## config.mk

```make
export PLATFORM = sky130hd
export DESIGN_NAME = fetch_unit_flat
export DESIGN_NICKNAME = d
export VERILOG_FILES = /design/src/hw/core_pkg.sv /design/src/hw/mem_bus_if.sv /design/src/hw/fetch_unit.sv /design/src/flat_wrapper.sv
export VERILOG_INCLUDE_DIRS = /design/src /design/src/hw
export SDC_FILE = /design/constraint.sdc
export NUM_CORES = 1
export LEC_CHECK = 0
export BUFFER_PORTS_ARGS = -buffer_cell sky130_fd_sc_hd__buf_4
export CAP_MARGIN = 20
export CORE_AREA = 4 4 116 118
export CTS_CLUSTER_DIAMETER = 30
export CTS_CLUSTER_SIZE = 24
export DETAILED_ROUTE_END_ITERATION = 7
export DIE_AREA = 0 0 120 122
export PLACE_DENSITY = 0.67
export SYNTH_ARGS = -nofsm -noshare
export SYNTH_HDL_FRONTEND = slang
export SYNTH_SLANG_ARGS = --single-unit
```

## constraint.sdc

```tcl
create_clock -name clk -period 5.2 [get_ports clk]
set_input_delay 1.04 -clock clk [delete_from_list [all_inputs] [get_ports clk]]
set_output_delay 1.04 -clock clk [all_outputs]
set_load 0.1 [all_outputs]
```

## src/hw/core_settings.svh

```systemverilog
`ifndef CORE_SETTINGS_SVH
`define CORE_SETTINGS_SVH

// ------------------------------------------------------------
// datapath and memory sizing
// ------------------------------------------------------------

// data and address width of the core.
`define CORE_XLEN 32

// depth of the shared word memory.
`define CORE_MEM_WORDS 1024

// first pc after reset.
`define CORE_RESET_PC 32'h0000_0000

// width of the next-pc source select coming from execute.
`define CORE_DNPC_SEL_W 3

`endif

```

## src/hw/core_pkg.sv

```systemverilog
`include "core_settings.svh"

package core_pkg;

    // ------------------------------------------------------------
    // next-pc source and access size encodings
    // ------------------------------------------------------------

    // codes 6 and 7 are unused and send the pc to address 0.
    typedef enum logic [`CORE_DNPC_SEL_W-1:0] {
        sel_snpc   = 3'd0,
        sel_pc_imm = 3'd1,
        sel_alu_jr = 3'd2,
        sel_branch = 3'd3,
        sel_mtvec  = 3'd4,
        sel_mepc   = 3'd5
    } dnpc_sel_e;

    typedef enum logic [1:0] {
        ls_byte = 2'd0,
        ls_half = 2'd1,
        ls_word = 2'd2
    } ls_size_e;

    // ------------------------------------------------------------
    // response payloads
    // ------------------------------------------------------------

    typedef struct packed {
        logic [`CORE_XLEN-1:0] pc;
        logic [`CORE_XLEN-1:0] inst;
    } fetch_rsp_t;

    // rdata is zero when store_ack is set.
    typedef struct packed {
        logic [`CORE_XLEN-1:0] rdata;
        logic                  store_ack;
    } load_rsp_t;

endpackage

```

## src/hw/mem_bus_if.sv

```systemverilog
`timescale 1ns/1ps
`include "core_settings.svh"

interface mem_bus_if;

    logic                      req_valid;
    logic                      req_ready;
    logic [`CORE_XLEN-1:0]     addr;
    logic                      we;
    logic [`CORE_XLEN-1:0]     wdata;
    logic [`CORE_XLEN/8-1:0]   wstrb;
    logic                      rsp_valid;
    logic [`CORE_XLEN-1:0]     rdata;

    // one rsp_valid pulse follows every accepted request, stores included.
    modport master (
        output req_valid, addr, we, wdata, wstrb,
        input  req_ready, rsp_valid, rdata
    );

    modport slave (
        input  req_valid, addr, we, wdata, wstrb,
        output req_ready, rsp_valid, rdata
    );

endinterface

```

## src/hw/fetch_unit.sv

```systemverilog
`timescale 1ns/1ps
`include "core_settings.svh"

module fetch_unit import core_pkg::*; (
    input  logic                        clk,
    input  logic                        rst,
    input  logic                        fetch_en,

    input  logic [`CORE_DNPC_SEL_W-1:0] dnpc_sel,
    input  logic [`CORE_XLEN-1:0]       pc_imm,
    input  logic [`CORE_XLEN-1:0]       alu_result,
    input  logic [`CORE_XLEN-1:0]       mtvec,
    input  logic [`CORE_XLEN-1:0]       mepc,

    mem_bus_if.master                   bus,

    output logic                        rsp_valid,
    output fetch_rsp_t                  rsp,
    input  logic                        buf_ready,
    input  logic                        inst_taken
);

    typedef enum logic [1:0] {
        st_fetch,
        st_wait_rsp,
        st_wait_taken
    } state_e;

    state_e                state;
    logic [`CORE_XLEN-1:0] pc;
    logic [`CORE_XLEN-1:0] snpc;
    logic [`CORE_XLEN-1:0] dnpc;
    logic                  req_hold;

    assign snpc = pc + `CORE_XLEN'd4;

    // ------------------------------------------------------------
    // next-pc selection
    // ------------------------------------------------------------

    always_comb begin
        case (dnpc_sel)
            sel_snpc:   dnpc = snpc;
            sel_pc_imm: dnpc = pc_imm;
            sel_alu_jr: dnpc = alu_result & ~`CORE_XLEN'd1;
            sel_branch: dnpc = alu_result[0] ? pc_imm : snpc;
            sel_mtvec:  dnpc = mtvec;
            sel_mepc:   dnpc = mepc;
            default:    dnpc = '0;
        endcase
    end

    // once raised, the request stays up even if fetch_en drops.
    assign bus.req_valid = (state == st_fetch) && buf_ready && (fetch_en || req_hold);
    assign bus.addr      = pc;
    assign bus.we        = 1'b0;
    assign bus.wdata     = '0;
    assign bus.wstrb     = '0;

    assign rsp_valid = (state == st_wait_rsp) && bus.rsp_valid;
    assign rsp.pc    = pc;
    assign rsp.inst  = bus.rdata;

    always_ff @(posedge clk) begin
        if (rst) begin
            state    <= st_fetch;
            pc       <= `CORE_RESET_PC;
            req_hold <= 1'b0;
        end else begin
            case (state)
                st_fetch: begin
                    req_hold <= bus.req_valid && !bus.req_ready;
                    if (bus.req_valid && bus.req_ready) begin
                        state <= st_wait_rsp;
                    end
                end
                st_wait_rsp: begin
                    if (bus.rsp_valid) begin
                        state <= st_wait_taken;
                    end
                end
                default: begin
                    // redirect operands are sampled with the transfer.
                    if (inst_taken) begin
                        pc    <= dnpc;
                        state <= st_fetch;
                    end
                end
            endcase
        end
    end

endmodule

```

## src/flat_wrapper.sv

```systemverilog
// flat-port wrapper written by rule: the top's interface ports become plain ports
module fetch_unit_flat import core_pkg::*;
  (clk, rst, fetch_en, dnpc_sel, pc_imm, alu_result, mtvec, mepc, rsp_valid, rsp, buf_ready, inst_taken, bus_req_valid, bus_addr, bus_we, bus_wdata, bus_wstrb, bus_req_ready, bus_rsp_valid, bus_rdata);
  mem_bus_if bus_i ();
  input  logic clk;
  input  logic rst;
  input  logic fetch_en;
  input  logic [`CORE_DNPC_SEL_W-1:0] dnpc_sel;
  input  logic [`CORE_XLEN-1:0] pc_imm;
  input  logic [`CORE_XLEN-1:0] alu_result;
  input  logic [`CORE_XLEN-1:0] mtvec;
  input  logic [`CORE_XLEN-1:0] mepc;
  output logic rsp_valid;
  output fetch_rsp_t rsp;
  input  logic buf_ready;
  input  logic inst_taken;
  output wire logic [$bits(bus_i.req_valid)-1:0] bus_req_valid;
  output wire logic [$bits(bus_i.addr)-1:0] bus_addr;
  output wire logic [$bits(bus_i.we)-1:0] bus_we;
  output wire logic [$bits(bus_i.wdata)-1:0] bus_wdata;
  output wire logic [$bits(bus_i.wstrb)-1:0] bus_wstrb;
  input wire logic [$bits(bus_i.req_ready)-1:0] bus_req_ready;
  input wire logic [$bits(bus_i.rsp_valid)-1:0] bus_rsp_valid;
  input wire logic [$bits(bus_i.rdata)-1:0] bus_rdata;
  assign bus_req_valid = bus_i.req_valid;
  assign bus_addr = bus_i.addr;
  assign bus_we = bus_i.we;
  assign bus_wdata = bus_i.wdata;
  assign bus_wstrb = bus_i.wstrb;
  assign bus_i.req_ready = bus_req_ready;
  assign bus_i.rsp_valid = bus_rsp_valid;
  assign bus_i.rdata = bus_rdata;
  fetch_unit u_core (.clk(clk), .rst(rst), .fetch_en(fetch_en), .dnpc_sel(dnpc_sel), .pc_imm(pc_imm), .alu_result(alu_result), .mtvec(mtvec), .mepc(mepc), .bus(bus_i), .rsp_valid(rsp_valid), .rsp(rsp), .buf_ready(buf_ready), .inst_taken(inst_taken));
endmodule
```

Word-level counts from Yosys, hierarchy flattened

Cells that the tools add are included.

Add/sub/neg operators: 1
Bitwise logic cells: 1
Muxes and demuxes: 6
Reduce and logical (&&, ||, !) cells: 13
Equal/unequal tests: 8

Operators with widths:

| operator                                      | number |
|---|---|
| one-hot mux 32 bit (6 select lines)           | 1 |
| adder 32 x 3 -> 32 bit, second input constant | 1 |
| two-way mux 32 bit                            | 1 |
| == test 3 x 2 -> 1 bit, second input constant | 2 |
| == test 3 bit, second input constant          | 2 |
| two-way mux 2 bit                             | 3 |
| logical AND 1 bit                             | 5 |
| != test 2 bit, second input constant          | 2 |
| one-hot mux 2 bit (2 select lines)            | 1 |
| == test 3 x 1 -> 1 bit, second input constant | 1 |
| logical NOT 3 bit                             | 1 |
| AND reduction 3 bit                           | 1 |
| nonzero test 3 bit                            | 1 |
| == test 2 x 1 -> 1 bit, second input constant | 1 |
| logical NOT 2 bit                             | 1 |
| AND reduction 2 bit                           | 1 |
| OR reduction 2 bit                            | 1 |
| logical NOT 1 bit                             | 1 |
| logical OR 1 bit                              | 1 |
| inverter 1 bit                                | 1 |

Register bits after elaboration: 35
Logic and storage cells: 32
Output and inout bits: 135

Longest topological paths before layout

Word-level depth: 6
Gate-level depth with buffers: 8
Gate-level depth less buffers: 6

Least setup slack after synthesis

No wires, ideal clock.

Kind: input port to output port
Start point: input fetch_en
End point: output bus_req_valid
Data required time: 4.160 ns
Buffers on the path: 0
Cell stages on the path: 2
Path slack: -0.128 ns
Arrival: 4.288 ns
Path through: nor2_1 -> nor4b_1

Longest elaborated chain between the ends: 2

Ends and longest elaborated chain:

| what              | line               | RTL |
|---|---|---|
| start, declared   | flat_wrapper.sv:7  | `input logic fetch_en;` |
| logical OR 1 bit  | fetch_unit.sv:54   | `assign bus.req_valid = (state == st_fetch) && buf_ready && (fetch_en \|\| req_hold);` |
| logical AND 1 bit | fetch_unit.sv:54   |  |
| end, declared     | flat_wrapper.sv:17 | `output wire logic [$bits(bus_i.req_valid)-1:0] bus_req_valid;` |

Every way passes these cells.

Worst setup path in the final report

Ends and elaborated chain as after synthesis.

==> reports/metrics.csv <==
metric,value,unit
outcome,"finished, final reports clean",
Area Overhead vs Synth,33.00,%
"commonest non-fill, non-tap cells in the layout","buf_4, nor2_1, nand2_1",
Starting Density,0.2941,
Residual DRC,0,
Post-synth top flop,dfxtp_1,
CORE AREA,0.01247,mm^2
dominant cells by area after synthesis,"buf_4, dfxtp_1, mux2i_1",
CTS resizes,0,
Yosys cell types,59,
P per Cell Area,183.8,mW/mm^2
Max Clock Skew,0.005803,ns
"Reg clk slew, reported paths",0.05,ns
Hold WS,0.4721,ns
Vias/cell,5.245,
Starting DRT DRC Count,273,
post-DR wirelength/cell,19.37,um
final net count,782,
Tightest Hold Check Type,reg -> reg,
postcts setup bufs,0,
worst-margin pin slew,0.7142,ns
RD Place Congestion,0.8816,
"Req. time, crit path",4.16,ns
minimum clock period,2.888,ns
Worst EP arrival,1.85,ns
cell area after synthesis,0.003666,mm^2
die width,120,um
Crit Path Max Fanout,3,
Routed Antenna Nets,0,
share of layout cells above drive strength 1,0.3742,
total chip power,0.8964,mW
CP Capture Type,output pin,
# hold bufs at CTS,0,
sequential-to-total area share from yosys stat,0.1911,
DP Area,0.004738,mm^2
fin util,0.3911,
Final Instance Area,0.004876,mm^2
DRT Wirelength,15.19,mm
cell count after synthesis,485,
# diodes,0,
Yosys reg bits,35,
worst skew pair latency,0.28,ns
final setup fails,0,
drt first pass iters,5,
root buffer cell,clkbuf_16,
MaxCap Viol Count,0,
vias,4112,
clock sinks,35,
dpl ws,2.007,ns
# placed instances,776,
RSZ-0062 raised after global routing,no,
post-synth top area share,0.2068,
Longest Clk Path Bufs,2,
num rows,41,
Yosys Warn Count,0,
Setup CP Type,in -> out,
final setup TNS,0,ns
LEAKAGE,2.235,nW
first-pass GRT wire length,21.82,mm
Die ar.,0.01464,mm^2
Finished Layout Cells,784,
Final Cycle Share,0.5554,
share of flip-flops with an asynchronous set or reset,0,
Post-synth EDFFs,0,
worst rel slew slack,0.5239,
CTS tree,yes,
FILL cells,1332,
H-tree lvl count,2,
DP Wirelength,11.97,mm
CTS buffer count,5,
peak supply drop,0.0001016,V
Syn Area/Cell,7.559,um^2
largest net degree at the start of global routing,43,
Critical Path Source Type,primary input,
IO Port Bufs,203,
Final Hold Fails,0,
Die Y,122,um
Total GRT Usage,0.1928,
vias in the first global route,3984,
antenna violations before repair,0,
"leading cell type in the layout, fill and taps excluded",buf_4,
"area leader, netlist",buf_4,
# IOs,305,
Fmax,346.2,MHz
Final Max Tran Viols,0,
final worst setup slack,2.312,ns
total congestion overflow,0,
-- routing by layer --
layer | wire, um | GRT usage | share of wire | vias up
met4 | 638 | 0.1059 | 0.042 | 0
li1 | - | - | - | 1913
met1 | 5631 | 0.2092 | 0.37 | 1914
met2 | 7555 | 0.3379 | 0.50 | 239
met3 | 1362 | 0.05617 | 0.090 | 46
met5 | 0 | 0 | 0 | -
-- final timing paths --
path | slack [ns] | from | end | cells past startpoint
min | 0.47 | u_core.req_hold | u_core.req_hold | 2
max | 2.31 | fetch_en | bus_req_valid | 4
max reg2reg | 2.64 | u_core.bus.addr[3] | u_core.bus.addr[28] | 6
min reg2reg | 0.47 | u_core.req_hold | u_core.req_hold | 2
-- layout make-up --
class,count,area [um^2],share of cell area
Inverter,9,33.78,0.006928
Clock buffer,7,132.6,0.02720
Clock inverter,1,5.005,0.001026
Tap cell,172,215.2,0.04414
Timing Repair Buffer,209,1569,0.3218
Sequential cell,35,700.7,0.1437
Multi-Input combinational cell,351,2220,0.4552
-- cell usage after synthesis, types with 4 or more instances --
library cell	instances
a21oi_1	13
a221oi_1	26
o21ai_0	37
mux2i_1	32
nand4_1	8
xor2_1	6
nor4_1	4
a221o_1	7
clkbuf_1	17
inv_1	9
nand2_1	39
nand2b_1	4
buf_2	6
and3_1	4
nor3_1	5
nor2_1	45
nand3_1	17
or4_1	4
a31oi_1	10
dfxtp_1	35
buf_4	101
-- kinds of logic after synthesis --
group | count (synthesis) | share of synthesized area
xor+xnor | 7 | 0.01672
flops | 35 | 0.1911
buf+inv | 135 | 0.2437
other cells | 1 | 0.001023
mux | 32 | 0.08737
compound gates | 123 | 0.2348
simple gates | 151 | 0.2218
fa+ha+maj | 1 | 0.003412
-- flip-flops by register name, indices dropped and copies added, names as in the netlist --
| register | cells |
|---|---|
| u_core.state | 2 |
| u_core.req_hold | 1 |
| u_core.bus.addr | 32 |
-- worst max-delay path, cell delays in order --
cell,delay [ns]
buf_4,0.08
nor2_1,0.03
nor4b_2,0.33
buf_4,0.36
-- where the power goes --
| part | internal [mW] | switching [mW] | total, mW |
|---|---|---|---|
| sequential | 0.271 | 0.00416 | 0.275 |
| clock | 0.177 | 0.115 | 0.292 |
| combinational | 0.107 | 0.223 | 0.330 |
| total | 0.554 | 0.342 | 0.896 |
(Power assumes the default switching activity.)
