`src/hw/core_settings.svh`:
```
`ifndef CORE_SETTINGS_SVH
`define CORE_SETTINGS_SVH

// ------------------------------------------------------------
// datapath and memory sizing
// ------------------------------------------------------------

// data and address width of the core.
`define CORE_XLEN 32

// depth of the shared word memory.
`define CORE_MEM_WORDS 1024

// first pc after reset.
`define CORE_RESET_PC 32'h0000_0000

// width of the next-pc source select coming from execute.
`define CORE_DNPC_SEL_W 3

`endif

```
`src/hw/core_pkg.sv`:
```
`include "core_settings.svh"

package core_pkg;

    // ------------------------------------------------------------
    // next-pc source and access size encodings
    // ------------------------------------------------------------

    // codes 6 and 7 are unused and send the pc to address 0.
    typedef enum logic [`CORE_DNPC_SEL_W-1:0] {
        sel_snpc   = 3'd0,
        sel_pc_imm = 3'd1,
        sel_alu_jr = 3'd2,
        sel_branch = 3'd3,
        sel_mtvec  = 3'd4,
        sel_mepc   = 3'd5
    } dnpc_sel_e;

    typedef enum logic [1:0] {
        ls_byte = 2'd0,
        ls_half = 2'd1,
        ls_word = 2'd2
    } ls_size_e;

    // ------------------------------------------------------------
    // response payloads
    // ------------------------------------------------------------

    typedef struct packed {
        logic [`CORE_XLEN-1:0] pc;
        logic [`CORE_XLEN-1:0] inst;
    } fetch_rsp_t;

    // rdata is zero when store_ack is set.
    typedef struct packed {
        logic [`CORE_XLEN-1:0] rdata;
        logic                  store_ack;
    } load_rsp_t;

endpackage

```
`src/hw/mem_bus_if.sv`:
```
`timescale 1ns/1ps
`include "core_settings.svh"

interface mem_bus_if;

    logic                      req_valid;
    logic                      req_ready;
    logic [`CORE_XLEN-1:0]     addr;
    logic                      we;
    logic [`CORE_XLEN-1:0]     wdata;
    logic [`CORE_XLEN/8-1:0]   wstrb;
    logic                      rsp_valid;
    logic [`CORE_XLEN-1:0]     rdata;

    // one rsp_valid pulse follows every accepted request, stores included.
    modport master (
        output req_valid, addr, we, wdata, wstrb,
        input  req_ready, rsp_valid, rdata
    );

    modport slave (
        input  req_valid, addr, we, wdata, wstrb,
        output req_ready, rsp_valid, rdata
    );

endinterface

```
`src/hw/load_store_unit.sv`:
```
`timescale 1ns/1ps
`include "core_settings.svh"

module load_store_unit import core_pkg::*; (
    input  logic                  clk,
    input  logic                  rst,

    input  logic                  req_valid,
    output logic                  req_ready,
    input  logic [`CORE_XLEN-1:0] req_addr,
    input  logic                  req_we,
    input  logic [1:0]            req_size,
    input  logic                  req_unsigned,
    input  logic [`CORE_XLEN-1:0] req_wdata,

    mem_bus_if.master             bus,

    output logic                  rsp_valid,
    output load_rsp_t             rsp,
    input  logic                  buf_ready
);

    typedef enum logic {
        st_idle,
        st_wait_rsp
    } state_e;

    state_e                  state;
    ls_size_e                size_in;
    ls_size_e                size_q;
    logic                    unsigned_q;
    logic [1:0]              off_q;
    logic                    we_q;
    logic [`CORE_XLEN-1:0]   shifted;
    logic [`CORE_XLEN-1:0]   load_data;

    assign size_in = ls_size_e'(req_size);

    // ------------------------------------------------------------
    // request side
    // ------------------------------------------------------------

    // the external request goes straight onto the bus in the same cycle.
    assign bus.req_valid = (state == st_idle) && req_valid && buf_ready;
    assign req_ready     = (state == st_idle) && buf_ready && bus.req_ready;
    assign bus.addr      = req_addr;
    assign bus.we        = req_we;

    always_comb begin
        case (size_in)
            ls_byte: begin
                bus.wdata = {4{req_wdata[7:0]}};
                bus.wstrb = 4'b0001 << req_addr[1:0];
            end
            ls_half: begin
                bus.wdata = {2{req_wdata[15:0]}};
                bus.wstrb = req_addr[1] ? 4'b1100 : 4'b0011;
            end
            default: begin
                bus.wdata = req_wdata;
                bus.wstrb = 4'b1111;
            end
        endcase
    end

    // ------------------------------------------------------------
    // response side
    // ------------------------------------------------------------

    assign shifted = bus.rdata >> {off_q, 3'b000};

    always_comb begin
        case (size_q)
            ls_byte: load_data = unsigned_q ? {{(`CORE_XLEN-8){1'b0}}, shifted[7:0]}
                                            : {{(`CORE_XLEN-8){shifted[7]}}, shifted[7:0]};
            ls_half: load_data = unsigned_q ? {{(`CORE_XLEN-16){1'b0}}, shifted[15:0]}
                                            : {{(`CORE_XLEN-16){shifted[15]}}, shifted[15:0]};
            default: load_data = shifted;
        endcase
    end

    assign rsp_valid     = (state == st_wait_rsp) && bus.rsp_valid;
    assign rsp.rdata     = we_q ? '0 : load_data;
    assign rsp.store_ack = we_q;

    always_ff @(posedge clk) begin
        if (rst) begin
            state <= st_idle;
        end else if (state == st_idle) begin
            if (req_valid && req_ready) begin
                state <= st_wait_rsp;
            end
        end else if (bus.rsp_valid) begin
            state <= st_idle;
        end
    end

    // access attributes kept for shaping the response.
    always_ff @(posedge clk) begin
        if (req_valid && req_ready) begin
            size_q     <= size_in;
            unsigned_q <= req_unsigned;
            off_q      <= req_addr[1:0];
            we_q       <= req_we;
        end
    end

endmodule

```
`src/flat_wrapper.sv`:
```
// flat-port wrapper written by rule: the top's interface ports become plain ports
module load_store_unit_flat import core_pkg::*;
  (clk, rst, req_valid, req_ready, req_addr, req_we, req_size, req_unsigned, req_wdata, rsp_valid, rsp, buf_ready, bus_req_valid, bus_addr, bus_we, bus_wdata, bus_wstrb, bus_req_ready, bus_rsp_valid, bus_rdata);
  mem_bus_if bus_i ();
  input  logic clk;
  input  logic rst;
  input  logic req_valid;
  output logic req_ready;
  input  logic [`CORE_XLEN-1:0] req_addr;
  input  logic req_we;
  input  logic [1:0] req_size;
  input  logic req_unsigned;
  input  logic [`CORE_XLEN-1:0] req_wdata;
  output logic rsp_valid;
  output load_rsp_t rsp;
  input  logic buf_ready;
  output wire logic [$bits(bus_i.req_valid)-1:0] bus_req_valid;
  output wire logic [$bits(bus_i.addr)-1:0] bus_addr;
  output wire logic [$bits(bus_i.we)-1:0] bus_we;
  output wire logic [$bits(bus_i.wdata)-1:0] bus_wdata;
  output wire logic [$bits(bus_i.wstrb)-1:0] bus_wstrb;
  input wire logic [$bits(bus_i.req_ready)-1:0] bus_req_ready;
  input wire logic [$bits(bus_i.rsp_valid)-1:0] bus_rsp_valid;
  input wire logic [$bits(bus_i.rdata)-1:0] bus_rdata;
  assign bus_req_valid = bus_i.req_valid;
  assign bus_addr = bus_i.addr;
  assign bus_we = bus_i.we;
  assign bus_wdata = bus_i.wdata;
  assign bus_wstrb = bus_i.wstrb;
  assign bus_i.req_ready = bus_req_ready;
  assign bus_i.rsp_valid = bus_rsp_valid;
  assign bus_i.rdata = bus_rdata;
  load_store_unit u_core (.clk(clk), .rst(rst), .req_valid(req_valid), .req_ready(req_ready), .req_addr(req_addr), .req_we(req_we), .req_size(req_size), .req_unsigned(req_unsigned), .req_wdata(req_wdata), .bus(bus_i), .rsp_valid(rsp_valid), .rsp(rsp), .buf_ready(buf_ready));
endmodule
```
`config.mk`:
```
export PLATFORM = sky130hd
export DESIGN_NAME = load_store_unit_flat
export DESIGN_NICKNAME = d
export VERILOG_FILES = /design/src/hw/core_pkg.sv /design/src/hw/mem_bus_if.sv /design/src/hw/load_store_unit.sv /design/src/flat_wrapper.sv
export VERILOG_INCLUDE_DIRS = /design/src /design/src/hw
export SDC_FILE = /design/constraint.sdc
export NUM_CORES = 1
export LEC_CHECK = 0
export BUFFER_PORTS_ARGS = -buffer_cell sky130_fd_sc_hd__buf_2
export CORE_ASPECT_RATIO = 0.8
export CORE_MARGIN = 2
export CORE_UTILIZATION = 30
export CTS_CLUSTER_DIAMETER = 200
export DETAILED_ROUTE_END_ITERATION = 10
export PLACE_DENSITY = 0.75
export SLEW_MARGIN = 5
export SYNTH_ARGS = -nofsm -noshare
export SYNTH_HDL_FRONTEND = slang
export SYNTH_SLANG_ARGS = --single-unit
```
`constraint.sdc`:
```
create_clock -name clk -period 1.8 [get_ports clk]
set_input_delay 0.18 -clock clk [delete_from_list [all_inputs] [get_ports clk]]
set_output_delay 0.18 -clock clk [all_outputs]
set_load 0.005 [all_outputs]
```
After elaboration in Yosys (flattened, before gate mapping) --
Index checks and enable logic that the tools add are counted.
Word-level totals: register bits after elaboration 7, output and inout bits 105, input port bits 106, word-level logic and storage cells 28
Cells by class: reductions and logical operators 8, shift-type cells 2, muxes and demuxes 10, equality and inequality tests 2, bitwise operators 1
Operators by type and width (count):
- 32-bit one-hot mux with 2 select lines | 2
- 32-bit two-way mux | 3
- 32-bit by 5-bit right shift with 32-bit output | 1
- 4-bit one-hot mux with 2 select lines | 1
- 1-bit logical AND | 6
- 2-bit by 1-bit equality test with 1-bit output (second input constant) | 2
- 2-bit zero test | 2
- 4-bit two-way mux | 1
- 1-bit by 2-bit left shift with 4-bit output (first input constant) | 1
- 1-bit two-way mux | 3
- 1-bit inverter | 1

Longest topological paths before layout --
Gate-level depths: netlist (run 1).
depth in word-level cells 6, mapped depth 6

Least setup slack after synthesis (run 1) --
Ideal clock, no wire load.
path kind register to output, start point register u_core.we_q, end point output port rsp[25] in the netlist's numbering, data arrival time 1.255 ns, data required time 1.620 ns, setup slack 0.365 ns, stages on the path, launching flop included 6, path buffers 1, path through edfxtp_1 nor3b_4 nor2b_1 buf_4 nand2_1 nand2_1
RTL lines:
- start, declared | RTL line load_store_unit.sv:33 | logic we_q;
- start signal, assigned | RTL line load_store_unit.sv:104 | we_q <= req_we;
- end, declared | RTL line flat_wrapper.sv:15 | output load_rsp_t rsp;

==> results of run 1 <==
==> layer usage <==
layer / track usage, % / part of all wire (%) / vias up
li1: - / - / 1018
met1: 18.71 / 38 / 950
met2: 31.03 / 54 / 104
met3: 2.769 / 6.9 / 12
met4: 4.209 / 1.1 / 0
met5: 0 / 0 / -
==> synthesized netlist by cell type <==
library cell,instances,share of area (%)
nand2b_1,2,0.69
o21ai_0,9,2.5
nor4_2,1,0.69
buf_2,6,1.6
nor4b_4,1,1.3
a21oi_1,3,0.82
nor2b_1,12,4.1
edfxtp_1,6,9.9
buf_6,2,1.2
buf_4,47,19
a21o_1,2,0.82
mux2i_4,1,1.2
nor3b_4,1,1.0
dfxtp_1,1,1.1
inv_1,2,0.41
nand4_4,1,1.2
nor2_2,1,0.34
and3b_1,2,0.96
o21ai_2,1,0.48
clkbuf_1,3,0.62
nand3_1,1,0.27
mux2i_1,16,8.8
a211oi_1,22,9.1
nor3_1,1,0.27
and2_1,2,0.69
mux2_2,25,15
nand2_1,40,8.2
nand2_2,1,0.34
nor2_1,19,3.9
nor3_4,1,0.89
mux2i_2,1,0.76
o21bai_1,2,0.82
==> repair_timing <==
item | in CTS | in global routing
gates resized for setup | 10 | 19
cloned | 0 | 4
setup endpoints to repair | 24 | 24
pin swaps | 11 | 5
setup buffers | 4 | 3
==> worst register-to-register path, cell delays in order (launching register included) <==
cell and delay [ps]:
dfxtp_1 310, and3b_1 210, and2_1 320
==> through the flow <==
stage               util (%)  TNS, ps
CTS                    42.09   -400.2
floorplan                  -        0
global placement       40.06        0
finish                 45.21   -454.4
detailed placement     40.06        0
global route           45.21    -1539
==> cell type report <==
cell class	instances	area, um^2	area share (%)
Multi-Input combinational cell	169	1310	49.27
Timing Repair Buffer	170	993.5	37.36
Sequential cell	7	200.2	7.529
Tap cell	81	101.3	3.812
Clock buffer	3	41.29	1.553
Inverter	2	7.507	0.2824
Clock inverter	1	5.005	0.1882
==> flip-flops by register name, indices dropped and copies added, names as in the netlist <==
| name | flops |
|---|---|
| u_core.off_q | 2 |
| u_core.size_q | 2 |
| u_core.state | 1 |
| u_core.we_q | 1 |
| u_core.unsigned_q | 1 |
==> cell families after synthesis <==
group	count (synthesis)	share of synthesized area (%)
AO/OA/AOI/OAI	39	14.50
buffers and inverters	60	23.30
flip-flops	7	11.00
multiplexers	43	26.25
AND/OR/NAND/NOR	86	24.95
==> how the worst max path moves through the flow <==
stage	from	end	slack, ps
5_1_grt	u_core.off_q[1]$_DFFE_PP_	rsp[15]	-120
4_1_cts	u_core.off_q[1]$_DFFE_PP_	rsp[15]	-60
3_5_place_dp	u_core.off_q[1]$_DFFE_PP_	rsp[10]	80
6_report	u_core.off_q[1]$_DFFE_PP_	rsp[9]	-80
3_3_place_gp	u_core.off_q[1]$_DFFE_PP_	rsp[10]	120
2_1_floorplan	u_core.we_q$_DFFE_PP_	rsp[25]	370
==> where the power goes <==
group | internal (mW) | total, mW | switching, mW
logic | 0.247 | 0.466 | 0.219
clock network | 0.150 | 0.217 | 0.0671
registers | 0.183 | 0.188 | 0.00553
==> qor.yml, run 1 <==
finalHoldViolCount: 0
rsz0062_at_grt: "yes"
io_pins: 211
drc: 0
fillers: 597
final_layout_size_suffix_gt1_share_pct: 64.49
ys_seq_area_share_pct: 11.00
fin_hold_ws_ps: 103.3
cts_tree: "built"
clkSinkCount: 7
crit_path_max_incr_delay_ps: 330
vias: 2084
ant_nets: 0
grt_pass1_vias: 1844
grt_pass1_wl_um: 8818
reg2reg_depth: 2
start_util_pct: 30.96
place_hpwl_um: 4856
endpoint_kind: "primary output"
fin_area_um2: 2659
synth_fp_nets: 341
reg2reg_from: "u_core.state$_SDFF_PP0_"
grt_max_degree: 41
n_antenna_cell: 0
path_depth: 7
numPlacedInstances: 418
syn_inst: 235
setup.worst_path.start_class: "register"
place_ws_ps: 76.53
first_iter_violations: 52
maxSlewHeadroom_pct: 70.30
syn_area_um2: 1820
status: "complete, but fails checks"
detailed_place.area_um2: 2356
cp_common_cell: "buf_6"
syn2layout_area_growth_pct: 46.05
hold-path-endpoint: "u_core.state$_SDFF_PP0_"
ir_worst_vdd_mv: 0.1407
worst_slack_ps: -75.33
syn_avg_cell_area_um2: 7.747
critPathTopFamily: "buffers and inverters"
holdCritPathClass: "input port to register"
ys_seq_elements: 7
crit_type: "register to primary output"
max_freq_mhz: 533.2
hold_depth: 2
fin_crit_sh_pct: 104.2
finClkSkew_ps: 3.594
cap_violations: 0
final_common_cell: "buf_2"
period_minus_slack_ps: 1875
insertion_delay_ps: 230
setup_viol: 8
clk_pin_slew_ps: 40
fp-row-count: 25
power_density_nw_per_um2: 327.5
post_synth_num_cell_types: 32
worst-path-buf-inv: 3
nets: 459
grt.total_usage_pct: 16.14
routedWlPerCell_um: 15.06
clock_path_buffers: 2
final_cell_mix: "buf_2 (150), nand2_1 (37), mux2_2 (25)"
p_total_uw: 870.7
holdCritStartpoint: "rst"
leakage_nw: 1.393
avgViaCountPerCell: 4.813
antenna_found_initial: 0
final_cells: 433
drt-total-wl_um: 6521
htreeDepth: 1
cts-root-buf: "clkbuf_8"
dieHeight_um: 73.68
violations: "setup timing"
core_um2: 5881
numCtsBuffers: 3
die_w_um: 91.10
holdBufCountCts: 0
dieArea_um2: 6711
critPathMaxFanout: 6
timing.reg2reg.setup_slack_ps: 620
r2r_end: "u_core.size_q[1]$_DFFE_PP_"
first_pass_iters: 4
cp_slowest_cell: "edfxtp_1"
slew_violations: 0
yosys_warnings: 0
path_cells: "buf_6 > mux2i_4 > nor4b_4 > nor3_4 > buf_6 > nor2_1 > buf_2"
grt_overflow: 0
gp_congestion: 0.7451
worstPathArrival_ps: 1700
crit_required_ps: 1620
worst_pin_slew_ps: 445.0
io_buffers: 150
Note: power is estimated with default switching activity, not from simulation.
==> inputs of run 2 (changes only) <==
--- a/config.mk
+++ b/config.mk
@@ -13,6 +13,7 @@
 export CTS_CLUSTER_DIAMETER = 200
 export DETAILED_ROUTE_END_ITERATION = 10
 export PLACE_DENSITY = 0.75
+export SKIP_CTS_REPAIR_TIMING = 1
 export SLEW_MARGIN = 5
 export SYNTH_ARGS = -nofsm -noshare
 export SYNTH_HDL_FRONTEND = slang
==> qor.yml, run 2 (synthesis gave the netlist of run 1 again) <==
die_w_um: 91.10  # unchanged
ant_nets: 0  # unchanged
rsz0062_at_grt: "yes"
numCtsBuffers: 3  # unchanged
max_freq_mhz: 513.2  # -3.8%
reg2reg_from: "u_core.state$_SDFF_PP0_"
setup.worst_path.start_class: "register"
vias: 1990  # -4.5%
clk_pin_slew_ps: 40  # about the same
io_buffers: 150  # unchanged
grt_pass1_wl_um: 8645  # -2.0%
ir_worst_vdd_mv: 0.1416  # +0.62%
dieHeight_um: 73.68  # unchanged
dieArea_um2: 6711  # unchanged
start_util_pct: 30.96  # unchanged
final_common_cell: "buf_2"
leakage_nw: 1.322  # -5.1%
clock_path_buffers: 2  # unchanged
cap_violations: 0  # unchanged
worst_slack_ps: -148.5  # -73.14 ps
cts-root-buf: "clkbuf_8"
power_density_nw_per_um2: 337.4  # +3.0%
fin_crit_sh_pct: 108.2  # +4.1 points
gp_congestion: 0.7451  # unchanged
core_um2: 5881  # unchanged
slew_violations: 0  # unchanged
fp-row-count: 25  # unchanged
holdCritStartpoint: "rst"
crit_type: "register to primary output"
n_antenna_cell: 0  # unchanged
worstPathArrival_ps: 1770  # +70 ps
fillers: 618  # +3.5%
antenna_found_initial: 0  # unchanged
pwr-share-comb_pct: 51.5  # -2.0 points
finClkSkew_ps: 3.968  # +0.3742 ps
grt_max_degree: 41  # unchanged
grt_overflow: 0  # unchanged
holdCritPathClass: "input port to register"
first_iter_violations: 75  # +44%
htreeDepth: 1  # unchanged
critPathMaxFanout: 7  # +1
drt-total-wl_um: 5973  # -8.4%
place_ws_ps: 76.53  # unchanged
violations: "setup timing"
numPlacedInstances: 418  # unchanged
final_cell_mix: "buf_2 (150), nand2_1 (38), mux2_2 (25)"
crit_required_ps: 1620  # about the same
setup_tns_ps: -1781  # -1327 ps
grt.total_usage_pct: 15.83  # -0.31 points
nets: 451  # -1.7%
clkSinkCount: 7  # unchanged
status: "complete, but fails checks"
period_minus_slack_ps: 1948  # +73.14 ps
finalHoldViolCount: 0  # unchanged
avgViaCountPerCell: 4.682  # -2.7%
startpoint: "u_core.off_q[1]$_DFFE_PP_"
final_layout_size_suffix_gt1_share_pct: 61.05  # -3.4 points
p_int_uw: 564.3  # -2.6%
first_pass_iters: 4  # unchanged
fin_hold_ws_ps: 101.8  # -1.556 ps
syn2layout_area_growth_pct: 37.59
p_switching_uw: 280.7  # -3.7%
io_pins: 211  # unchanged
reg_top3: "u_core.off_q x2, u_core.size_q x2"
routedWlPerCell_um: 14.05  # -6.7%
place_hpwl_um: 4856  # unchanged
swShare_pct: 33.22  # -0.25 points
setup_viol: 23  # +15
seqCellArea_um2: 200.2  # unchanged
p_seq_share_pct: 22.6  # +1.0 points
cts_tree: "built"
final_cells: 425  # -1.8%
multi_input_area_um2: 1276  # -2.6%
grt_pass1_vias: 1806  # -2.1%
drc: 0  # unchanged
insertion_delay_ps: 230  # about the same
maxSlewHeadroom_pct: 70.35  # about the same
p_clk_share_pct: 25.8  # +0.9 points
endpoint_kind: "primary output"
worst_pin_slew_ps: 444.3  # -0.6657 ps
## run 2: cell count changes in the layout (fill, tap and decap cells not counted), moves of 2 or more
cell       before  now
nor2b_4         2    0
nor2_1         13   18
nor2b_1         7   10
clkbuf_16       3    0
buf_4          11    8
nor2_2          5    1
buf_6           4    2
nand2_2         4    2
## run 2: cell type report
type,count,area share (%)
multi-input cells,169,50.95
repair buffers,162,34.87
flip-flops and latches,7,7.992
well taps,81,4.046
clock buffers,3,1.648
inverters,2,0.2997
clock inverters,1,0.1998
## run 2: power by group through the flow
stage | Sequential, mW | Clock, mW | Combinational, mW
after floorplan | 0.190 | 0 | 0.270
after global placement | 0.192 | 0 | 0.417
after detailed placement | 0.192 | 0 | 0.419
after CTS | 0.190 | 0.223 | 0.422
after global routing | 0.192 | 0.235 | 0.479
final | 0.191 | 0.218 | 0.435
## run 2: metrics by stage
stage	util, %	cell area, um^2	power [mW]
final	42.60	2505	0.8450
after detailed placement	40.06	2356	0.6117
after floorplan	-	1821	0.4598
after global placement	40.06	2356	0.6090
after global routing	42.60	2505	0.9058
after CTS	40.85	2402	0.8345
## run 2: final timing paths
| kind | to | slack [ps] | cells past startpoint |
|---|---|---|---|
| worst max-delay path | rsp[10] | -150 | 6 |
| worst min-delay path | u_core.state$_SDFF_PP0_ | 100 | 2 |
| worst max register to register | u_core.size_q[1]$_DFFE_PP_ | 620 | 2 |
| worst min register to register | u_core.state$_SDFF_PP0_ | 520 | 2 |
## run 2: metal layers
layer / share of wire, % / track usage (%)
met1: 41 / 18.34
met4: 1.2 / 4.209
met5: 0 / 0
met3: 6.9 / 2.974
met2: 51 / 30.21
## run 2: worst max-delay path, stage by stage (launching register included)
cell and delay (ps):
edfxtp_1 500, buf_6 150, mux2i_4 280, nor4_2 80, nor3_4 290, nor2_1 100, buf_2 140
