--- src/hw/core_settings.svh ---
`ifndef CORE_SETTINGS_SVH
`define CORE_SETTINGS_SVH

// ------------------------------------------------------------
// datapath and memory sizing
// ------------------------------------------------------------

// data and address width of the core.
`define CORE_XLEN 32

// depth of the shared word memory.
`define CORE_MEM_WORDS 1024

// first pc after reset.
`define CORE_RESET_PC 32'h0000_0000

// width of the next-pc source select coming from execute.
`define CORE_DNPC_SEL_W 3

`endif

--- src/hw/mem_bus_if.sv ---
`timescale 1ns/1ps
`include "core_settings.svh"

interface mem_bus_if;

    logic                      req_valid;
    logic                      req_ready;
    logic [`CORE_XLEN-1:0]     addr;
    logic                      we;
    logic [`CORE_XLEN-1:0]     wdata;
    logic [`CORE_XLEN/8-1:0]   wstrb;
    logic                      rsp_valid;
    logic [`CORE_XLEN-1:0]     rdata;

    // one rsp_valid pulse follows every accepted request, stores included.
    modport master (
        output req_valid, addr, we, wdata, wstrb,
        input  req_ready, rsp_valid, rdata
    );

    modport slave (
        input  req_valid, addr, we, wdata, wstrb,
        output req_ready, rsp_valid, rdata
    );

endinterface

--- src/hw/mem_arbiter.sv ---
`timescale 1ns/1ps
`include "core_settings.svh"

module mem_arbiter (
    input logic       clk,
    input logic       rst,
    mem_bus_if.slave  ifu_bus,
    mem_bus_if.slave  lsu_bus,
    mem_bus_if.master mem_bus
);

    logic busy;
    logic owner_lsu;
    logic sel_lsu;

    // ------------------------------------------------------------
    // request path
    // ------------------------------------------------------------

    // the load/store side wins a tie; a held grant keeps the owner.
    assign sel_lsu = busy ? owner_lsu : lsu_bus.req_valid;

    assign mem_bus.req_valid = !busy && (ifu_bus.req_valid || lsu_bus.req_valid);
    assign mem_bus.addr      = sel_lsu ? lsu_bus.addr  : ifu_bus.addr;
    assign mem_bus.we        = sel_lsu ? lsu_bus.we    : ifu_bus.we;
    assign mem_bus.wdata     = sel_lsu ? lsu_bus.wdata : ifu_bus.wdata;
    assign mem_bus.wstrb     = sel_lsu ? lsu_bus.wstrb : ifu_bus.wstrb;

    assign lsu_bus.req_ready = !busy && mem_bus.req_ready;
    assign ifu_bus.req_ready = !busy && !lsu_bus.req_valid && mem_bus.req_ready;

    // ------------------------------------------------------------
    // response path
    // ------------------------------------------------------------

    assign lsu_bus.rsp_valid = busy && owner_lsu && mem_bus.rsp_valid;
    assign ifu_bus.rsp_valid = busy && !owner_lsu && mem_bus.rsp_valid;
    assign lsu_bus.rdata     = owner_lsu ? mem_bus.rdata : '0;
    assign ifu_bus.rdata     = owner_lsu ? '0 : mem_bus.rdata;

    always_ff @(posedge clk) begin
        if (rst) begin
            busy      <= 1'b0;
            owner_lsu <= 1'b0;
        end else if (mem_bus.req_valid && mem_bus.req_ready) begin
            busy      <= 1'b1;
            owner_lsu <= lsu_bus.req_valid;
        end else if (mem_bus.rsp_valid) begin
            busy      <= 1'b0;
        end
    end

endmodule

--- src/flat_wrapper.sv ---
// flat-port wrapper written by rule: the top's interface ports become plain ports
module mem_arbiter_flat 
  (clk, rst, ifu_bus_req_valid, ifu_bus_addr, ifu_bus_we, ifu_bus_wdata, ifu_bus_wstrb, ifu_bus_req_ready, ifu_bus_rsp_valid, ifu_bus_rdata, lsu_bus_req_valid, lsu_bus_addr, lsu_bus_we, lsu_bus_wdata, lsu_bus_wstrb, lsu_bus_req_ready, lsu_bus_rsp_valid, lsu_bus_rdata, mem_bus_req_valid, mem_bus_addr, mem_bus_we, mem_bus_wdata, mem_bus_wstrb, mem_bus_req_ready, mem_bus_rsp_valid, mem_bus_rdata);
  mem_bus_if ifu_bus_i ();
  mem_bus_if lsu_bus_i ();
  mem_bus_if mem_bus_i ();
  input logic clk;
  input logic rst;
  input wire logic [$bits(ifu_bus_i.req_valid)-1:0] ifu_bus_req_valid;
  input wire logic [$bits(ifu_bus_i.addr)-1:0] ifu_bus_addr;
  input wire logic [$bits(ifu_bus_i.we)-1:0] ifu_bus_we;
  input wire logic [$bits(ifu_bus_i.wdata)-1:0] ifu_bus_wdata;
  input wire logic [$bits(ifu_bus_i.wstrb)-1:0] ifu_bus_wstrb;
  output wire logic [$bits(ifu_bus_i.req_ready)-1:0] ifu_bus_req_ready;
  output wire logic [$bits(ifu_bus_i.rsp_valid)-1:0] ifu_bus_rsp_valid;
  output wire logic [$bits(ifu_bus_i.rdata)-1:0] ifu_bus_rdata;
  input wire logic [$bits(lsu_bus_i.req_valid)-1:0] lsu_bus_req_valid;
  input wire logic [$bits(lsu_bus_i.addr)-1:0] lsu_bus_addr;
  input wire logic [$bits(lsu_bus_i.we)-1:0] lsu_bus_we;
  input wire logic [$bits(lsu_bus_i.wdata)-1:0] lsu_bus_wdata;
  input wire logic [$bits(lsu_bus_i.wstrb)-1:0] lsu_bus_wstrb;
  output wire logic [$bits(lsu_bus_i.req_ready)-1:0] lsu_bus_req_ready;
  output wire logic [$bits(lsu_bus_i.rsp_valid)-1:0] lsu_bus_rsp_valid;
  output wire logic [$bits(lsu_bus_i.rdata)-1:0] lsu_bus_rdata;
  output wire logic [$bits(mem_bus_i.req_valid)-1:0] mem_bus_req_valid;
  output wire logic [$bits(mem_bus_i.addr)-1:0] mem_bus_addr;
  output wire logic [$bits(mem_bus_i.we)-1:0] mem_bus_we;
  output wire logic [$bits(mem_bus_i.wdata)-1:0] mem_bus_wdata;
  output wire logic [$bits(mem_bus_i.wstrb)-1:0] mem_bus_wstrb;
  input wire logic [$bits(mem_bus_i.req_ready)-1:0] mem_bus_req_ready;
  input wire logic [$bits(mem_bus_i.rsp_valid)-1:0] mem_bus_rsp_valid;
  input wire logic [$bits(mem_bus_i.rdata)-1:0] mem_bus_rdata;
  assign ifu_bus_i.req_valid = ifu_bus_req_valid;
  assign ifu_bus_i.addr = ifu_bus_addr;
  assign ifu_bus_i.we = ifu_bus_we;
  assign ifu_bus_i.wdata = ifu_bus_wdata;
  assign ifu_bus_i.wstrb = ifu_bus_wstrb;
  assign ifu_bus_req_ready = ifu_bus_i.req_ready;
  assign ifu_bus_rsp_valid = ifu_bus_i.rsp_valid;
  assign ifu_bus_rdata = ifu_bus_i.rdata;
  assign lsu_bus_i.req_valid = lsu_bus_req_valid;
  assign lsu_bus_i.addr = lsu_bus_addr;
  assign lsu_bus_i.we = lsu_bus_we;
  assign lsu_bus_i.wdata = lsu_bus_wdata;
  assign lsu_bus_i.wstrb = lsu_bus_wstrb;
  assign lsu_bus_req_ready = lsu_bus_i.req_ready;
  assign lsu_bus_rsp_valid = lsu_bus_i.rsp_valid;
  assign lsu_bus_rdata = lsu_bus_i.rdata;
  assign mem_bus_req_valid = mem_bus_i.req_valid;
  assign mem_bus_addr = mem_bus_i.addr;
  assign mem_bus_we = mem_bus_i.we;
  assign mem_bus_wdata = mem_bus_i.wdata;
  assign mem_bus_wstrb = mem_bus_i.wstrb;
  assign mem_bus_i.req_ready = mem_bus_req_ready;
  assign mem_bus_i.rsp_valid = mem_bus_rsp_valid;
  assign mem_bus_i.rdata = mem_bus_rdata;
  mem_arbiter u_core (.clk(clk), .rst(rst), .ifu_bus(ifu_bus_i), .lsu_bus(lsu_bus_i), .mem_bus(mem_bus_i));
endmodule
--- config.mk ---
export PLATFORM = sky130hd
export DESIGN_NAME = mem_arbiter_flat
export DESIGN_NICKNAME = d
export VERILOG_FILES = /design/src/hw/mem_bus_if.sv /design/src/hw/mem_arbiter.sv /design/src/flat_wrapper.sv
export VERILOG_INCLUDE_DIRS = /design/src /design/src/hw
export SDC_FILE = /design/constraint.sdc
export NUM_CORES = 1
export LEC_CHECK = 0
export ABC_AREA = 1
export CAP_MARGIN = 10
export CORE_AREA = 2 2 120 122
export DETAILED_ROUTE_END_ITERATION = 10
export DIE_AREA = 0 0 122 124
export DONT_BUFFER_PORTS = 1
export GPL_TIMING_DRIVEN = 0
export REMOVE_ABC_BUFFERS = 1
export SLEW_MARGIN = 20
export SYNTH_ARGS = -nofsm -noshare
export SYNTH_HDL_FRONTEND = slang
export SYNTH_SLANG_ARGS = --single-unit
--- constraint.sdc ---
create_clock -name clk -period 1.5 [get_ports clk]
set_input_delay 0.45 -clock clk [delete_from_list [all_inputs] [get_ports clk]]
set_output_delay 0.45 -clock clk [all_outputs]
set_load 0.005 [all_outputs]
# Word level (Yosys, flattened, before mapping)
# Index checks and enable logic that the tools add are counted.
dict set report classes {
  muxes 9
  n_reduce_logical 14
}
# cell count
set ops {}
lappend ops {{2-to-1 mux 32 bit} 4}
lappend ops {{logical AND 1 bit} 9}
lappend ops {{2-to-1 mux 1 bit} 4}
lappend ops {{2-to-1 mux 4 bit} 1}
lappend ops {{logical NOT 1 bit} 3}
lappend ops {{nonzero test 2 bit} 1}
lappend ops {{logical OR 1 bit} 1}
dict set report totals {
  regBits 2
  input_bits 176
  output_inout_bits 138
  elab_cells 25
}

# Logic depth before layout (Yosys ltp)
# Gate-level depths: netlist of the first run.
dict set report depth {
  depth_word 4
  depth_mapped 6
  depth_no_buf 5
}

# Worst setup path before layout of the first run
# Ideal clock, no wire load.
dict set report synth_path {
  path_kind {input port to output port}
  from {in lsu_bus_req_valid}
  to {out mem_bus_wdata[10]}
  arrival_ns 1.100
  required_time_ns 1.050
  slack_ns -0.050
  cell_stages 5
  n_path_buf 2
  cell_sequence {inv_1 -> o21ai_2 -> buf_6 -> clkbuf_4 -> o21ai_2}
}
dict set report synth_between {
  elab_chain_cells 2
}
# element line
set synth_rtl {}
lappend synth_rtl {{start, declared} flat_wrapper.sv:17} ;# input wire logic [$bits(lsu_bus_i.req_valid)-1:0] lsu_bus_req_valid;
lappend synth_rtl {{2-to-1 mux 1 bit} mem_arbiter.sv:21} ;# assign sel_lsu = busy ? owner_lsu : lsu_bus.req_valid;
lappend synth_rtl {{2-to-1 mux 32 bit} mem_arbiter.sv:26} ;# assign mem_bus.wdata = sel_lsu ? lsu_bus.wdata : ifu_bus.wdata;
lappend synth_rtl {{end, declared} flat_wrapper.sv:28} ;# output wire logic [$bits(mem_bus_i.wdata)-1:0] mem_bus_wdata;
# Every way passes these cells.

# Final worst setup path of the first run
dict set report layout_path {
  from {reg u_core.busy}
  to {out mem_bus_wdata[21]}
}
dict set report layout_between {
  elab_chain_cells 2
}
# element line
set layout_rtl {}
lappend layout_rtl {{start, declared} mem_arbiter.sv:12} ;# logic busy;
lappend layout_rtl {{start signal, assigned} mem_arbiter.sv:43} ;# busy <= 1'b0;
lappend layout_rtl {{start signal, assigned} mem_arbiter.sv:46} ;# busy <= 1'b1;
lappend layout_rtl {{start signal, assigned} mem_arbiter.sv:49} ;# busy <= 1'b0;
lappend layout_rtl {{2-to-1 mux 1 bit} mem_arbiter.sv:21}
lappend layout_rtl {{2-to-1 mux 32 bit} mem_arbiter.sv:26}
# Every way passes these cells.

==> results of run 1 <==
[per-layer routing]
metal | wire length (µm) | vias to the layer above | global-route usage
li1 | - | 1135 | -
met1 | 3515 | 1114 | 0.1053
met2 | 5416 | 171 | 0.1641
met3 | 655 | 13 | 0.004579
met4 | 208 | 0 | 0.03448
met5 | 0 | - | 0
[flip-flops by register name (all words and copies together), names as in the netlist]
signal and flops:
u_core.busy 1, u_core.owner_lsu 1
[worst register-to-register path, stage by stage (launching register included)]
cell	delay (ns)
dfxtp_4	0.36
buf_4	0.16
nor2_1	0.22
nand2_1	0.18
nand2_1	0.09
a21oi_1	0.06
[cell type report]
| cell class | instances | area, µm² |
|---|---|---|
| clock buffers | 3 | 75.07 |
| fillers | 1415 | 9943 |
| inverters | 137 | 514.2 |
| multi-input cells | 217 | 1901 |
| flip-flops and latches | 2 | 47.55 |
| well taps | 180 | 225.2 |
| repair buffers | 54 | 1013 |
[cells in the mapped netlist]
cell | number | area share
a21oi_1 | 3 | 0.0091
buf_1 | 4 | 0.0091
clkbuf_4 | 1 | 0.0046
buf_4 | 2 | 0.0091
o21ai_1 | 1 | 0.0030
inv_1 | 137 | 0.31
clkbuf_2 | 1 | 0.0030
buf_6 | 6 | 0.041
o21ai_0 | 58 | 0.18
o21ai_2 | 11 | 0.058
clkbuf_1 | 2 | 0.0046
buf_2 | 6 | 0.018
nor3_1 | 1 | 0.0030
nor2_1 | 35 | 0.080
dfxtp_1 | 2 | 0.024
nand2_1 | 108 | 0.25
[worst min-delay path by stage]
stage                      from                to  slack (ns)
CTS                         rst       u_core.busy        0.28
floorplan           u_core.busy       u_core.busy        0.51
global route                rst       u_core.busy        0.28
detailed placement          rst  u_core.owner_lsu        0.51
finish                      rst       u_core.busy        0.29
global placement            rst       u_core.busy        0.52
[through the flow]
step	utilization	hold WS, ns	power (mW)	TNS [ns]
floorplan	-	0.5122	0.4636	-183.44
finish	0.2752	0.2865	1.821	-32.63
global route	0.2752	0.2802	1.925	-37.63
global placement	0.1259	0.5202	0.5645	-266.36
detailed placement	0.1361	0.5148	0.6117	-32.18
CTS	0.2126	0.2830	1.459	-26.33
[repair_timing]
item,CTS,global route
cloned,12,13
pin swaps,25,14
setup buffers,18,15
setup endpoints to repair,120,134
gates resized for setup,200,207
[where the power goes]
group | internal, mW | switching [mW]
combinational | 0.657 | 0.698
sequential | 0.0567 | 0.00841
clock | 0.339 | 0.0611
total | 1.05 | 0.768
[logic make-up (layout without fill, tap and decap cells)]
kind of cell    count (synthesis)  after routing  share of synthesized area
simple gates                  144            144                     0.3283
compound gates                 73             73                     0.2464
flops                           2              2                    0.02426
buf+inv                       159            194                     0.4011
==> impl_metrics.py, run 1 <==
metrics = {
    "place": {
        "placed_cells": 541,
        "io_buffer_count": 0,
        "dp_slack_ns": -0.7987,
        "dp_hpwl_um": 5566,
        "place_congestion": 0.8504,
        "placed_area_mm2": 0.001867,
    },
    "setup_path": {
        "cp.depth": 6,
        "path_cells": "o21ai_4, clkbuf_16, buf_16, clkbuf_16, nand2_1, o21ai_2",
        "worst_ep_arrival_time_ns": 1.41,
        "crit_top_cell": "clkbuf_16",
        "crit_type": "register to primary output",
        "cp_slowest_cell": "dfxtp_4",
        "r2r_setup_slack_ns": 0.31,
        "cp-start-kind": "register",
        "critPathBufInv": 3,
        "cp.required_ns": 1.05,
        "cp-end-kind": "primary output",
        "r2r-end": "u_core.owner_lsu",
        "crit_start": "u_core.busy",
        "path_delay_family": "buffers and inverters",
        "path_max_fanout": 6,
        "crit_end": "mem_bus_wdata[21]",
        "cp_slowest_stage_delay_ns": 0.36,
        "rr_worst_depth": 5,
        "r2r_start": "u_core.busy",
    },
    "pwr": {
        "powerDensity_mw_per_mm2": 482.2,
        "ir_drop_mv": 0.1750,
        "p_leak_nw": 2.119,
    },
    "timing": {
        "timing.fmax_mhz": 537.7,
        "fin_crit_ns": 1.860,
        "worst_pin_slew_ns": 0.2554,
        "setup_viol_count_final": 134,
        "max_slew_margin": 0.8279,
        "hold_viol_final": 0,
        "fin_skew_ns": 0.0006120,
        "drv_slew": 0,
        "setup_slack_ns": -0.3598,
        "rsz0062_at_grt": "yes",
        "finalCritPeriodShare": 1.240,
    },
    "layout": {
        "final_cell_mix": "109 x inv_1, 55 x o21ai_2, 43 x nand2_2",
        "final_layout_size_suffix_gt1_frac": 0.6562,
        "finalNonFillerCells": 593,
        "syn2layout_area_growth_pct": 128.8,
        "layout_commonest_cell": "inv_1",
        "final_cell_area_mm2": 0.003776,
        "antenna_cells": 0,
        "finalNetCount": 591,
    },
    "global_route": {
        "grt_usage": 0.08791,
        "grt-ovfl-total": 0,
        "grt_pass1_vias": 1871,
        "antenna_found_initial": 0,
        "grt_max_degree": 36,
        "grt_pass1_wl_um": 10010,
    },
    "outcome": {
        "violations": "setup timing",
        "status": "complete, but fails checks",
    },
    "clock_network": {
        "cts_tree": "done",
        "h-tree-depth": 1,
        "clkSinkCount": 2,
        "clk_latency_ns": 0.22,
        "clk_pin_slew_ns": 0.03,
        "clk_path_buf_depth": 2,
        "numCtsBuffers": 3,
        "postCtsHoldBufs": 0,
        "clockRootBuffer": "clkbuf_16",
    },
    "job": {
        "cap_violations": 0,
    },
    "route": {
        "route.detailed.drc": 0,
        "drtAntennaViolNets": 0,
        "drt_iter0_markers": 37,
        "dr.pass1.iters": 4,
        "viasPerCell": 4.103,
        "vias": 2433,
        "wl_per_cell_um": 16.52,
        "totalWireLength_um": 9796,
    },
    "min_path": {
        "hp-class": "input pin to register",
        "holdPathStages": 1,
    },
    "floorplan": {
        "initial_utilization": 0.1203,
        "die_w_um": 122,
        "dieArea_mm2": 0.01513,
        "ios": 314,
        "die_h_um": 124,
        "core_area_mm2": 0.01372,
        "rows": 43,
    },
    "synthesis": {
        "synth_area_mm2": 0.001650,
        "synthCells": 378,
        "ys_ff_latch": 2,
        "syn_avg_cell_area_um2": 4.366,
        "synth.distinct_cells": 16,
        "seq_area_frac_synth": 0.02426,
        "ys_warn_count": 0,
    },
}
Note: power is estimated with default switching activity, not from simulation.
==> inputs of run 2 (changes only) <==
--- a/config.mk
+++ b/config.mk
@@ -8,11 +8,14 @@
 export LEC_CHECK = 0
 export ABC_AREA = 1
 export CAP_MARGIN = 10
-export CORE_AREA = 2 2 120 122
+export CELL_PAD_IN_SITES_DETAIL_PLACEMENT = 0
+export CELL_PAD_IN_SITES_GLOBAL_PLACEMENT = 1
+export CORE_AREA = 2 2 121 123
 export DETAILED_ROUTE_END_ITERATION = 10
-export DIE_AREA = 0 0 122 124
+export DIE_AREA = 0 0 123 125
 export DONT_BUFFER_PORTS = 1
 export GPL_TIMING_DRIVEN = 0
+export PLACE_DENSITY_LB_ADDON = 0.1
 export REMOVE_ABC_BUFFERS = 1
 export SLEW_MARGIN = 20
 export SYNTH_ARGS = -nofsm -noshare
==> impl_metrics.py, run 2 (synthesis results as in run 1) <==
metrics = {
    "outcome": {
        "status": "complete, but fails checks",
        "violations": "setup timing",
    },
    "floorplan": {
        "core_area_mm2": 0.01420,
        "ios": 314,
        "initial_utilization": 0.1162,
        "rows": 44,
        "dieArea_mm2": 0.01538,
        "die_w_um": 123,
        "die_h_um": 125,
    },
    "global_route": {
        "grt_pass1_wl_um": 11760,
        "grt_pass1_vias": 2148,
        "grt_max_degree": 26,
        "antenna_found_initial": 0,
        "grt-ovfl-total": 0,
        "grt_usage": 0.09916,
    },
    "pwr": {
        "powerDensity_mw_per_mm2": 485.8,
        "p_leak_nw": 2.193,
        "ir_drop_mv": 0.1945,
    },
    "timing": {
        "setup_viol_count_final": 132,
        "fin_crit_ns": 1.816,
        "drv_slew": 0,
        "timing.fmax_mhz": 550.8,
        "finalCritPeriodShare": 1.210,
        "holdWs_ns": 0.2902,
        "rsz0062_at_grt": "yes",
        "fin_skew_ns": 0.0009569,
        "hold_viol_final": 0,
        "worst_pin_slew_ns": 0.2645,
        "tns_ns": -21.61,
        "max_slew_margin": 0.8223,
        "setup_slack_ns": -0.3157,
    },
    "clock_network": {
        "clockRootBuffer": "clkbuf_16",
        "clkSinkCount": 2,
        "clk_latency_ns": 0.22,
        "cts_tree": "done",
        "h-tree-depth": 1,
        "clk_path_buf_depth": 2,
        "numCtsBuffers": 3,
        "clk_pin_slew_ns": 0.03,
    },
    "layout": {
        "finalNonFillerCells": 590,
        "reg.largest.list": "u_core.busy: 1 flops, u_core.owner_lsu: 1 flops",
        "final_layout_size_suffix_gt1_frac": 0.6108,
        "syn2layout_area_growth_pct": 138.9,
        "finalNetCount": 584,
        "antenna_cells": 0,
        "final_cell_area_mm2": 0.003943,
        "final_cell_mix": "112 x inv_1, 49 x nand2_4, 38 x o21ai_4",
        "layout_commonest_cell": "inv_1",
    },
    "route": {
        "totalWireLength_um": 9736,
        "dr.pass1.iters": 2,
        "vias": 2397,
        "route.detailed.drc": 0,
        "viasPerCell": 4.063,
        "drtAntennaViolNets": 0,
        "drt_iter0_markers": 58,
        "wl_per_cell_um": 16.50,
    },
    "place": {
        "placed_cells": 545,
        "placed_area_mm2": 0.001872,
        "dp_hpwl_um": 6385,
        "dp_slack_ns": -0.5762,
        "io_buffer_count": 0,
        "place_congestion": 0.6877,
    },
    "setup_path": {
        "path_max_fanout": 7,
        "cp-end-kind": "primary output",
        "crit_type": "register to primary output",
        "worst_ep_arrival_time_ns": 1.37,
        "cp-start-kind": "register",
        "cp.required_ns": 1.05,
    },
    "min_path": {
        "hp-class": "input pin to register",
    },
    "job": {
        "cap_violations": 0,
    },
}
[run 2: cell type report]
class / instances / area [µm²]
Clock buffer: 3 / 75.07
Fill cell: 1517 / 10260
Inverter: 137 / 514.2
Multi-Input combinational cell: 217 / 2058
Sequential cell: 2 / 47.55
Tap cell: 184 / 230.2
Timing Repair Buffer: 47 / 1017
[run 2: final timing paths]
kind / from / endpoint / slack, ns / cells after the start
setup / recovery: u_core.busy / mem_bus_wdata[8] / -0.32 / 6
hold / removal: rst / u_core.owner_lsu / 0.29 / 1
setup reg to reg: u_core.busy / u_core.owner_lsu / 0.41 / 5
hold reg to reg: u_core.busy / u_core.busy / 0.67 / 3
[run 2: layer usage]
metal	vias to the layer above	routed length, µm	part of all wire	track usage
met5	-	0	0	0
met4	0	39	0.0040	0.01203
met3	4	850	0.087	0.01688
met2	174	5978	0.61	0.2213
met1	1094	2868	0.29	0.08951
li1	1125	-	-	-
[run 2: power breakdown]
group | internal [mW] | switching (mW)
Clock | 0.339 | 0.0586
Sequential | 0.0567 | 0.00570
Combinational | 0.712 | 0.744
Total | 1.11 | 0.808
[run 2: through the flow]
stage / util / total power [mW]
global route: 0.2776 / 2.023
CTS: 0.2086 / 1.572
detailed placement: 0.1318 / 0.6410
floorplan: - / 0.4636
global placement: 0.1220 / 0.6025
finish: 0.2776 / 1.915
[run 2: repair_timing]
action                                  CTS  global route
pin swaps                                 4            23
cloned                                   12            13
endpoints found under the setup margin  119           113
setup buffers                            11             6
resized for setup                       200           179
hold buffers                              0             0
[run 2: critical path, cell delays in order (launching register included)]
cell	delay (ns)
dfxtp_4	0.35
o21ai_4	0.21
buf_12	0.16
buf_16	0.14
buf_16	0.15
nand2_4	0.05
o21ai_4	0.07
==> inputs of run 3 (changes only) <==
--- a/config.mk
+++ b/config.mk
@@ -6,13 +6,13 @@
 export SDC_FILE = /design/constraint.sdc
 export NUM_CORES = 1
 export LEC_CHECK = 0
-export ABC_AREA = 1
+export ABC_AREA = 0
 export CAP_MARGIN = 10
 export CELL_PAD_IN_SITES_DETAIL_PLACEMENT = 0
 export CELL_PAD_IN_SITES_GLOBAL_PLACEMENT = 1
-export CORE_AREA = 2 2 121 123
+export CORE_AREA = 2 2 123 125
 export DETAILED_ROUTE_END_ITERATION = 10
-export DIE_AREA = 0 0 123 125
+export DIE_AREA = 0 0 125 127
 export DONT_BUFFER_PORTS = 1
 export GPL_TIMING_DRIVEN = 0
 export PLACE_DENSITY_LB_ADDON = 0.1
==> impl_metrics.py, run 3 <==
metrics = {
    "layout": {
        "final_cell_area_mm2": 0.002734,
        "layout_commonest_cell": "mux2_4",
        "syn2layout_area_growth_pct": 100.1,
        "reg.largest.list": "u_core.busy: 1 flops, u_core.owner_lsu: 1 flops",
        "finalNetCount": 368,
        "final_layout_size_suffix_gt1_frac": 0.8316,
        "final_cell_mix": "59 x mux2_4, 18 x nor2b_2, 17 x and2_1",
    },
    "floorplan": {
        "rows": 44,
        "dieArea_mm2": 0.01588,
        "ios": 314,
        "die_w_um": 125,
        "die_h_um": 127,
        "core_area_mm2": 0.01442,
        "initial_utilization": 0.09473,
    },
    "timing": {
        "rsz0062_at_grt": "yes",
        "setup_slack_ns": -0.6102,
        "setup_viol_count_final": 70,
        "finalCritPeriodShare": 1.407,
        "worst_pin_slew_ns": 0.2886,
        "fin_crit_ns": 2.110,
        "timing.fmax_mhz": 473.9,
        "max_slew_margin": 0.8056,
        "hold_viol_final": 0,
        "drv_slew": 0,
        "fin_skew_ns": 0.001089,
    },
    "setup_path": {
        "crit_start": "u_core.busy",
        "crit_end": "mem_bus_addr[6]",
        "rr_worst_depth": 5,
        "r2r-end": "u_core.owner_lsu",
        "worst_ep_arrival_time_ns": 1.66,
        "crit_type": "register to primary output",
        "cp-start-kind": "register",
        "path_max_fanout": 4,
        "cp-end-kind": "primary output",
        "r2r_setup_slack_ns": 0.38,
        "r2r_start": "u_core.owner_lsu",
        "cp.required_ns": 1.05,
    },
    "clock_network": {
        "postCtsHoldBufs": 0,
        "clkSinkCount": 2,
        "h-tree-depth": 1,
        "clockRootBuffer": "clkbuf_16",
        "clk_path_buf_depth": 2,
        "clk_latency_ns": 0.22,
        "cts_tree": "done",
        "clk_pin_slew_ns": 0.03,
        "numCtsBuffers": 3,
    },
    "pwr": {
        "power.share.clock": 0.261,
        "p_leak_nw": 1.252,
        "power.total_mw": 1.512,
        "switching_power_mw": 0.4683,
        "powerDensity_mw_per_mm2": 553.2,
        "seq_power_share": 0.042,
        "swShare": 0.3097,
        "combPwrFrac": 0.697,
        "ir_drop_mv": 0.2396,
        "power.internal_mw": 1.044,
    },
    "synthesis": {
        "synth_area_mm2": 0.001366,
        "netlist_top_cells_area": "mux2_2 49%, nor2b_1 16%, and2_1 15%",
        "yosysTopAreaCell": "mux2_2",
        "synth-edff-count": 0,
        "synth.distinct_cells": 18,
        "ys_warn_count": 0,
        "synth_top_area_share": 0.4863,
        "synthTopCellsByCount": "59 x mux2_2, 34 x nor2b_1, 32 x and2_1, 10 x mux2_1, 7 x clkbuf_1",
        "ys_ff_latch": 2,
        "async_flop_share": 0,
        "synth_flop_cell": "dfxtp_1",
        "synthCells": 163,
        "syn_avg_cell_area_um2": 8.382,
        "yosysMostFrequentCell": "mux2_2",
        "seq_area_frac_synth": 0.02930,
    },
    "global_route": {
        "antenna_found_initial": 1,
        "grt_pass1_wl_um": 9839,
        "grt_usage": 0.08401,
        "grt_pass1_vias": 1444,
        "grt_max_degree": 30,
        "grt-ovfl-total": 0,
    },
    "route": {
        "met2_length_um": 4996,
        "viasPerCell": 4.027,
        "vias": 1510,
        "dr.pass1.iters": 4,
        "wl_met3_um": 952,
        "drt_iter0_markers": 18,
        "route.detailed.drc": 0,
        "wl_per_cell_um": 23.19,
        "wl_met1_um": 2485,
        "highest_layer": "met4",
        "drtAntennaViolNets": 0,
        "totalWireLength_um": 8698,
    },
    "place": {
        "dp_hpwl_um": 6364,
        "placed_area_mm2": 0.001630,
        "place_congestion": 0.7048,
        "io_buffer_count": 0,
    },
    "min_path": {
        "hp-start": "rst",
        "hp-class": "input pin to register",
    },
    "outcome": {
        "status": "complete, but fails checks",
        "violations": "setup timing",
    },
    "job": {
        "cap_violations": 0,
    },
}
-- run 3: power groups by stage --
stage	clock network [mW]	logic [mW]	registers [mW]
final	0.395	1.05	0.0629
after global placement	0	0.544	0.0892
after floorplan	0	0.411	0.0791
after CTS	0.405	0.863	0.0630
after global routing	0.412	1.11	0.0639
after detailed placement	0	0.566	0.0720
-- run 3: area by class of cell --
| type | instances | area (µm²) |
|---|---|---|
| fillers | 1585 | 11690 |
| multi-input cells | 147 | 1670 |
| repair buffers | 38 | 708.2 |
| well taps | 184 | 230.2 |
| clock buffers | 3 | 75.07 |
| flip-flops and latches | 2 | 47.55 |
| diodes | 1 | 2.502 |
-- run 3: metrics by stage --
step | hold slack [ns] | setup WS (ns) | cells | setup TNS [ns] | util
after detailed placement | 0.5178 | -0.9918 | 337 | -50.05 | 0.1130
after CTS | 0.2847 | -0.6280 | 357 | -41.44 | 0.1572
final | 0.2883 | -0.6102 | 375 | -39.00 | 0.1895
after floorplan | 0.5047 | -4.030 | 149 | -295.51 | -
after global routing | 0.2871 | -0.6652 | 375 | -43.49 | 0.1895
after global placement | 0.5218 | -5.647 | 333 | -427.59 | 0.1058
-- run 3: critical path, stage by stage (launching register included) --
cell and delay [ns]:
dfxtp_4 0.36, mux2i_4 0.26, buf_4 0.15, buf_6 0.10, buf_6 0.10, clkbuf_16 0.13
mux2_2 0.34
-- run 3: layer usage --
metal / global-route usage / up-vias
met5: 0 / -
met4: 0.03072 / 0
met3: 0.02722 / 18
met2: 0.1746 / 186
met1: 0.07413 / 689
li1: - / 617
-- run 3: logic make-up after synthesis --
kind of cell	after synthesis	synth area share
simple gates	74	0.3306
mux	70	0.5760
buf+inv	14	0.05128
compound gates	3	0.01282
flops	2	0.02931
-- run 3: how the worst min path moves through the flow --
stage | endpoint | slack [ns] | cells after the start
6_report | u_core.busy | 0.29 | 1
5_1_grt | u_core.owner_lsu | 0.29 | 1
4_1_cts | u_core.busy | 0.28 | 1
3_5_place_dp | u_core.owner_lsu | 0.52 | 1
3_3_place_gp | u_core.busy | 0.52 | 1
2_1_floorplan | u_core.busy | 0.50 | 2
-- run 3: what timing repair did --
action	CTS	global route
cloned	7	9
endpoints found under the setup margin	127	110
setup buffers	10	9
gates resized for setup	92	57
pin swaps	0	1
